### config.mk
export PLATFORM = sky130hd
export DESIGN_NAME = audio_tone_top
export DESIGN_NICKNAME = d
export VERILOG_FILES = /design/src/hdl/audio_tone_pkg.sv /design/src/hdl/i2s_clock_gen.sv /design/src/hdl/i2s_frame_timer.sv /design/src/hdl/square_tone_osc.sv /design/src/hdl/i2s_serializer.sv /design/src/hdl/audio_tone_top.sv
export VERILOG_INCLUDE_DIRS = /design/src /design/src/hdl
export SDC_FILE = /design/constraint.sdc
export NUM_CORES = 1
export LEC_CHECK = 0
export BUFFER_PORTS_ARGS = -buffer_cell sky130_fd_sc_hd__clkbuf_2
export CORE_UTILIZATION = 23
export CTS_CLUSTER_SIZE = 25
export DETAILED_ROUTE_END_ITERATION = 10
export PLACE_DENSITY = 0.37
export SLEW_MARGIN = 20
export SYNTH_ARGS = -nofsm -noshare
export SYNTH_HDL_FRONTEND = slang
export SYNTH_HIERARCHICAL = 1
export SYNTH_SLANG_ARGS = --single-unit
### constraint.sdc
create_clock -name audgen_mclk -period 2.5 [get_ports audgen_mclk]
set_input_delay 0.375 -clock audgen_mclk [delete_from_list [all_inputs] [get_ports audgen_mclk]]
set_output_delay 0.375 -clock audgen_mclk [all_outputs]
set_load 0.05 [all_outputs]
### src/hdl/audio_tone_config.svh
/*
  Build-time constants for the I2S tone generator.
  Included by the package, the RTL blocks and the testbench.
*/
`ifndef AUDIO_TONE_CONFIG_SVH
`define AUDIO_TONE_CONFIG_SVH

//////////////////////////////
// clocking

// mclk divider width, sclk is mclk / 4
`define AUD_SCLK_DIV_BITS 2

//////////////////////////////
// frame format

// bit slots in one channel word
`define AUD_BITS_PER_WORD 32
// active sample bits at the start of each word
`define AUD_SAMPLE_BITS 16

//////////////////////////////
// tone

// half period in channel words at normal pitch
`define AUD_HALF_PERIOD_BASE 109
// one octave lower
`define AUD_HALF_PERIOD_LOW 218
// high level code, 1/16 of full scale
`define AUD_TONE_AMPLITUDE 16'h0800

`endif

### src/hdl/audio_tone_pkg.sv
/*
  Shared types of the I2S tone generator.
  Sample, slot index, oscillator counter and the packed I2S pin bus.
*/
`default_nettype none

`include "audio_tone_config.svh"

package audio_tone_pkg;

  //////////////////////////////
  // payload and counters

  // one channel sample, two's complement code
  typedef logic [`AUD_SAMPLE_BITS-1:0] audio_sample_t;

  // slot position inside a 32 bit word
  typedef logic [$clog2(`AUD_BITS_PER_WORD)-1:0] bit_index_t;

  // word counter of the square oscillator
  // wide enough for the low octave half period
  typedef logic [7:0] half_period_t;

  //////////////////////////////
  // pins

  // i2s outputs as one group
  // sclk is the bit clock, lrck the word select
  typedef struct packed {
    logic sclk;
    logic lrck;
    logic dac;
  } i2s_bus_t;

endpackage

`default_nettype wire

### src/hdl/i2s_clock_gen.sv
/*
  Bit clock generator.
  Divides audgen_mclk by four into the sclk level and a one cycle
  strobe that marks the mclk edge on which sclk falls.
*/
`timescale 1ns/1ps
`default_nettype none

`include "audio_tone_config.svh"

module i2s_clock_gen (
  input  wire  audgen_mclk,
  input  wire  reset_n,
  output logic sclk,
  output logic sclk_fall
);

  //////////////////////////////
  // divider

  // free running mclk counter
  logic [`AUD_SCLK_DIV_BITS-1:0] div_cnt;

  always_ff @(posedge audgen_mclk or negedge reset_n) begin
    if (!reset_n) begin
      div_cnt <= '0;
    end else begin
      // wraps on its own
      div_cnt <= div_cnt + 1'b1;
    end
  end

  //////////////////////////////
  // outputs

  // upper bit gives 2 high and 2 low mclk cycles
  assign sclk = div_cnt[`AUD_SCLK_DIV_BITS-1];

  // all ones now, zero on the next edge
  // so sclk drops on the edge that ends this cycle
  // downstream logic updates on that same edge
  assign sclk_fall = &div_cnt;

endmodule

`default_nettype wire

### src/hdl/i2s_frame_timer.sv
/*
  I2S frame timer.
  Counts the bit slots of each channel word on sclk falls, marks the
  word boundary and drives lrck one slot ahead of the MSB.
*/
`timescale 1ns/1ps
`default_nettype none

`include "audio_tone_config.svh"

module i2s_frame_timer (
  input  wire                       audgen_mclk,
  input  wire                       reset_n,
  input  wire                       sclk_fall,
  output audio_tone_pkg::bit_index_t bit_index,
  output logic                      word_start,
  output logic                      lrck
);

  import audio_tone_pkg::*;

  // last slot of a word
  localparam bit_index_t last_slot = bit_index_t'(`AUD_BITS_PER_WORD - 1);
  // slot after which lrck switches
  localparam bit_index_t lrck_slot = bit_index_t'(`AUD_BITS_PER_WORD - 2);

  //////////////////////////////
  // slot counter

  always_ff @(posedge audgen_mclk or negedge reset_n) begin
    if (!reset_n) begin
      bit_index <= '0;
    end else if (sclk_fall) begin
      // 32 slots, natural wrap
      bit_index <= bit_index + 1'b1;
    end
  end

  // high in the cycle whose edge takes bit_index to 0
  // slot 0 of the new word starts on that edge
  assign word_start = sclk_fall && (bit_index == last_slot);

  //////////////////////////////
  // word select

  always_ff @(posedge audgen_mclk or negedge reset_n) begin
    if (!reset_n) begin
      lrck <= 1'b0;
    end else if (sclk_fall && (bit_index == lrck_slot)) begin
      // switch as slot 31 begins
      // one bit before the next MSB, i2s style
      lrck <= ~lrck;
    end
  end

endmodule

`default_nettype wire

### src/hdl/square_tone_osc.sv
/*
  Square wave tone oscillator.
  Counts channel words and flips the output level every half period.
  octave_down doubles the half period, one octave lower.
*/
`timescale 1ns/1ps
`default_nettype none

`include "audio_tone_config.svh"

module square_tone_osc (
  input  wire                          audgen_mclk,
  input  wire                          reset_n,
  input  wire                          word_start,
  input  wire                          octave_down,
  output audio_tone_pkg::audio_sample_t sample
);

  import audio_tone_pkg::*;

  localparam half_period_t half_base = half_period_t'(`AUD_HALF_PERIOD_BASE);
  localparam half_period_t half_low  = half_period_t'(`AUD_HALF_PERIOD_LOW);

  // words counted in the current level
  half_period_t word_cnt;
  // selected run length
  half_period_t half_period;
  // square wave level, high gives the amplitude code
  logic         level;

  //////////////////////////////
  // pitch select

  // only looked at on word_start
  // so a change shortens or stretches the run in progress
  assign half_period = octave_down ? half_low : half_base;

  //////////////////////////////
  // oscillator

  always_ff @(posedge audgen_mclk or negedge reset_n) begin
    if (!reset_n) begin
      word_cnt <= half_period_t'(1);
      level    <= 1'b0;
    end else if (word_start) begin
      if (word_cnt < half_period) begin
        word_cnt <= word_cnt + 1'b1;
      end else begin
        // run complete, restart count at 1
        // >= also covers a drop from the low to the base pitch
        word_cnt <= half_period_t'(1);
        level    <= ~level;
      end
    end
  end

  //////////////////////////////
  // sample

  // not centered, DC offset of half the amplitude
  // valid one mclk cycle after word_start
  assign sample = level ? audio_sample_t'(`AUD_TONE_AMPLITUDE) : '0;

endmodule

`default_nettype wire

### src/hdl/i2s_serializer.sv
/*
  I2S data serializer.
  Loads the sample as a word starts and shifts it out MSB first on
  sclk falls, followed by zero bits up to the end of the word.
*/
`timescale 1ns/1ps
`default_nettype none

`include "audio_tone_config.svh"

module i2s_serializer (
  input  wire                           audgen_mclk,
  input  wire                           reset_n,
  input  wire                           sclk_fall,
  input  wire                           word_start,
  input  wire audio_tone_pkg::bit_index_t    bit_index,
  input  wire audio_tone_pkg::audio_sample_t sample,
  output logic                          dac
);

  import audio_tone_pkg::*;

  localparam int msb = `AUD_SAMPLE_BITS - 1;

  // bits still to send, MSB on top
  audio_sample_t shift_reg;
  // slot that starts on the coming sclk fall
  bit_index_t    next_slot;

  assign next_slot = bit_index + 1'b1;

  //////////////////////////////
  // shifter

  always_ff @(posedge audgen_mclk or negedge reset_n) begin
    if (!reset_n) begin
      shift_reg <= '0;
      dac       <= 1'b0;
    end else if (sclk_fall) begin
      if (word_start) begin
        // slot 0 gets the MSB straight from the sample
        dac       <= sample[msb];
        shift_reg <= {sample[msb-1:0], 1'b0};
      end else if (next_slot < `AUD_SAMPLE_BITS) begin
        // active slots 1 to 15
        dac       <= shift_reg[msb];
        shift_reg <= {shift_reg[msb-1:0], 1'b0};
      end else begin
        // dummy slots 16 to 31
        dac <= 1'b0;
      end
    end
  end

  // receiver samples dac on the sclk rise
  // two mclk cycles after each change

endmodule

`default_nettype wire

### src/hdl/audio_tone_top.sv
/*
  Top level of the I2S tone generator.
  Runs on the 12.288 MHz audgen_mclk and drives a 48 kHz stereo stream
  with a square wave tone on both channels.
*/
`timescale 1ns/1ps
`default_nettype none

module audio_tone_top (
  input  wire                      audgen_mclk,
  input  wire                      reset_n,
  input  wire                      octave_down,
  output audio_tone_pkg::i2s_bus_t i2s
);

  import audio_tone_pkg::*;

  logic          sclk;
  logic          sclk_fall;
  bit_index_t    bit_index;
  logic          word_start;
  logic          lrck;
  audio_sample_t sample;
  logic          dac;

  //////////////////////////////
  // timing

  // sclk = mclk / 4
  i2s_clock_gen i_clock_gen (
    .audgen_mclk (audgen_mclk),
    .reset_n     (reset_n),
    .sclk        (sclk),
    .sclk_fall   (sclk_fall)
  );

  // 32 slots per channel, 64 per frame
  i2s_frame_timer i_frame_timer (
    .audgen_mclk (audgen_mclk),
    .reset_n     (reset_n),
    .sclk_fall   (sclk_fall),
    .bit_index   (bit_index),
    .word_start  (word_start),
    .lrck        (lrck)
  );

  //////////////////////////////
  // data path

  // new sample one cycle after word_start
  // so it goes out in the following word
  square_tone_osc i_tone_osc (
    .audgen_mclk (audgen_mclk),
    .reset_n     (reset_n),
    .word_start  (word_start),
    .octave_down (octave_down),
    .sample      (sample)
  );

  i2s_serializer i_serializer (
    .audgen_mclk (audgen_mclk),
    .reset_n     (reset_n),
    .sclk_fall   (sclk_fall),
    .word_start  (word_start),
    .bit_index   (bit_index),
    .sample      (sample),
    .dac         (dac)
  );

  // pin bus
  assign i2s = '{sclk: sclk, lrck: lrck, dac: dac};

endmodule

`default_nettype wire

==> qor.yml <==
run_status:
  outcome: "finished, final reports clean"
worst_setup_path:
  end_kind: "flop"
  required_ns: 2.66
  r2r_cells: 8
  r2r-end: "i_tone_osc/word_cnt[7]"
  start_kind: "flop"
  cp_max_fo: 19
  critical_path_arrival_ns: 2.26
  r2r_setup_slack_ns: 0.40
  rr_startpoint: "i_frame_timer/bit_index[0]"
  critPathKind: "reg -> reg"
logic_synthesis:
  ys_warn_count: 6
  synth_top_area_frac: 0.371
  async_flop_share: 1.00
  synthTopCellsByArea: "dfrtp_1 37%, buf_4 7.3%, ha_1 5.8%"
  ys_seq_area_frac: 0.384
  syn_inst: 232
  synth_area_mm2: 0.00216
  synth-main-ff-cell: "dfrtp_1"
  synth_common_cells: "32 x dfrtp_1, 28 x nor2_1, 21 x buf_4"
  synth_seq_cells: 33
  ys_types: 43
  avgSynthCellArea_um2: 9.29
  yosysMostFrequentCell: "dfrtp_1"
  synth_edf_count: 0
  synth_top_area_cell: "dfrtp_1"
layout:
  stdcell_count: 339
  antenna_cells: 0
  largest_register_ffs: 15
  final_nets: 243
  drive_above_1_share: 0.117
  area_growth_pct: 4.64
detailed_routing:
  dr.first_iter.drc_count: 68
  wire_per_inst_um: 13.0
  ant_nets: 0
  dr.pass1.iters: 4
  drc: 0
  drt-total-wl_um: 4400
  vias: 1529
  via_per_inst: 4.51
clock_tree:
  hold_buffers: 0
  cts_resized: 0
  cts_setup_buffers: 0
  cts_tree: "yes"
  root_buffer: "clkbuf_8"
  clock_latency_ns: 0.29
  cts_buffers: 5
  cts_num_sinks: 33
  h-tree-depth: 2
  path_clk_slew_ns: 0.07
  clock_path_buffers: 2
die:
  core_mm2: 0.00889
  die_area_mm2: 0.00976
  dieWidth_um: 98.8
  die_h_um: 98.8
  rows: 34
  start_util: 0.242
  io-pin-count: 6
global_route:
  grt_overflow: 0
  grt_pass1_vias: 1599
  grt_pass1_wl_um: 8040
  grt_max_degree: 34
  grt_usage: 0.104
  antenna_found_initial: 0
power:
  power_density_mw_per_mm2: 430
  peakVddDrop_mv: 0.147
  p_leak_nw: 0.969
placement:
  place.port_buffers: 5
  dp_hpwl_um: 2850
  gp_congestion: 0.665
  dp_cells: 331
sta:
  maxSlewViolCount: 0
  post-route-period-util: 0.838
  max-slew-margin-rel: 0.406
  whs_ns: 0.201
  tns_ns: 0
  skew_ns: 0.00443
  hold_violations: 0
  fin_crit_ns: 2.10
  fmax_ghz: 0.477
  tightest_slew_ns: 0.891
  rsz0062_at_grt: "no"
  setup_viol: 0
min_path:
  hp-class: "in -> async"
flow_run:
  maxCapViolCount: 0
==> where the power goes <==
| group | switching, mW | internal [mW] | total (mW) |
|---|---|---|---|
| registers | 0.000423 | 0.534 | 0.535 |
| clock network | 0.213 | 0.192 | 0.405 |
| logic | 0.0216 | 0.00783 | 0.0295 |
==> per-stage QoR <==
stage          area (µm²)   util  total power [mW]  setup WS [ns]
2_1_floorplan        2210      -             0.576          0.644
3_3_place_gp         2170  0.244             0.576          0.426
3_5_place_dp         2170  0.244             0.576          0.401
4_1_cts              2260  0.254             0.991          0.377
5_1_grt              2260  0.254              1.03          0.176
6_report             2260  0.254             0.969          0.405
==> routing by layer <==
| layer | track usage | wire length, µm | vias to the layer above |
|---|---|---|---|
| li1 | - | - | 776 |
| met1 | 0.147 | 2360 | 738 |
| met2 | 0.155 | 1890 | 11 |
| met3 | 0.0255 | 103 | 4 |
| met4 | 0.0344 | 44 | 0 |
| met5 | 0 | 0 | - |
==> worst max path at each step <==
stage,from,endpoint,slack (ns),cells past startpoint
6_report,i_frame_timer/bit_index[0],i_tone_osc/word_cnt[7],0.40,8
4_1_cts,i_frame_timer/bit_index[0],i_tone_osc/word_cnt[7],0.38,8
5_1_grt,i_frame_timer/bit_index[0],i_serializer/shift_reg[8],0.18,7
2_1_floorplan,i_frame_timer/bit_index[0],i_serializer/shift_reg[3],0.64,8
3_3_place_gp,i_frame_timer/bit_index[0],i_serializer/shift_reg[7],0.43,7
3_5_place_dp,i_frame_timer/bit_index[0],i_tone_osc/word_cnt[7],0.40,8
==> worst max-delay path, stage by stage, from the launching register on <==
cell	delay (ns)
dfrtp_1	0.47
ha_1	0.20
and3_1	0.16
ha_1	0.13
and2_2	0.36
nand4_1	0.24
nor3_2	0.24
xnor2_1	0.14
nor2_1	0.05
==> final cells by class <==
type | instances | area [µm²]
fillers | 944 | 6640
multi-input cells | 174 | 1130
flip-flops and latches | 33 | 827
well taps | 108 | 135
clock buffers | 5 | 68.8
repair buffers | 9 | 55.1
inverters | 7 | 26.3
clock inverters | 3 | 17.5
==> placed cells by master, fill, tap and decap left out, drive strengths merged, types with 4 or more instances in the layout <==
| cell type | n |
|---|---|
| buf | 4 |
| xnor2 | 6 |
| conb | 15 |
| nor3 | 7 |
| dfrtp | 32 |
| and3 | 5 |
| nand4 | 4 |
| o21ai | 12 |
| or3 | 8 |
| a21oi | 10 |
| nor2 | 28 |
| nor4 | 4 |
| nor3b | 8 |
| ha | 10 |
| xor2 | 6 |
| inv | 7 |
| nand2 | 9 |
| o22ai | 8 |
| clkbuf | 10 |
| nor2b | 8 |
==> cells by family after synthesis <==
group	count (synthesis)	synth area share
compound gates	42	0.134
xor+xnor	12	0.0522
fa+ha+maj	10	0.0580
buf+inv	39	0.118
flops	33	0.384
mux	3	0.0145
other cells	1	0.00174
simple gates	92	0.237
Power figures use the tool's default switching activity.
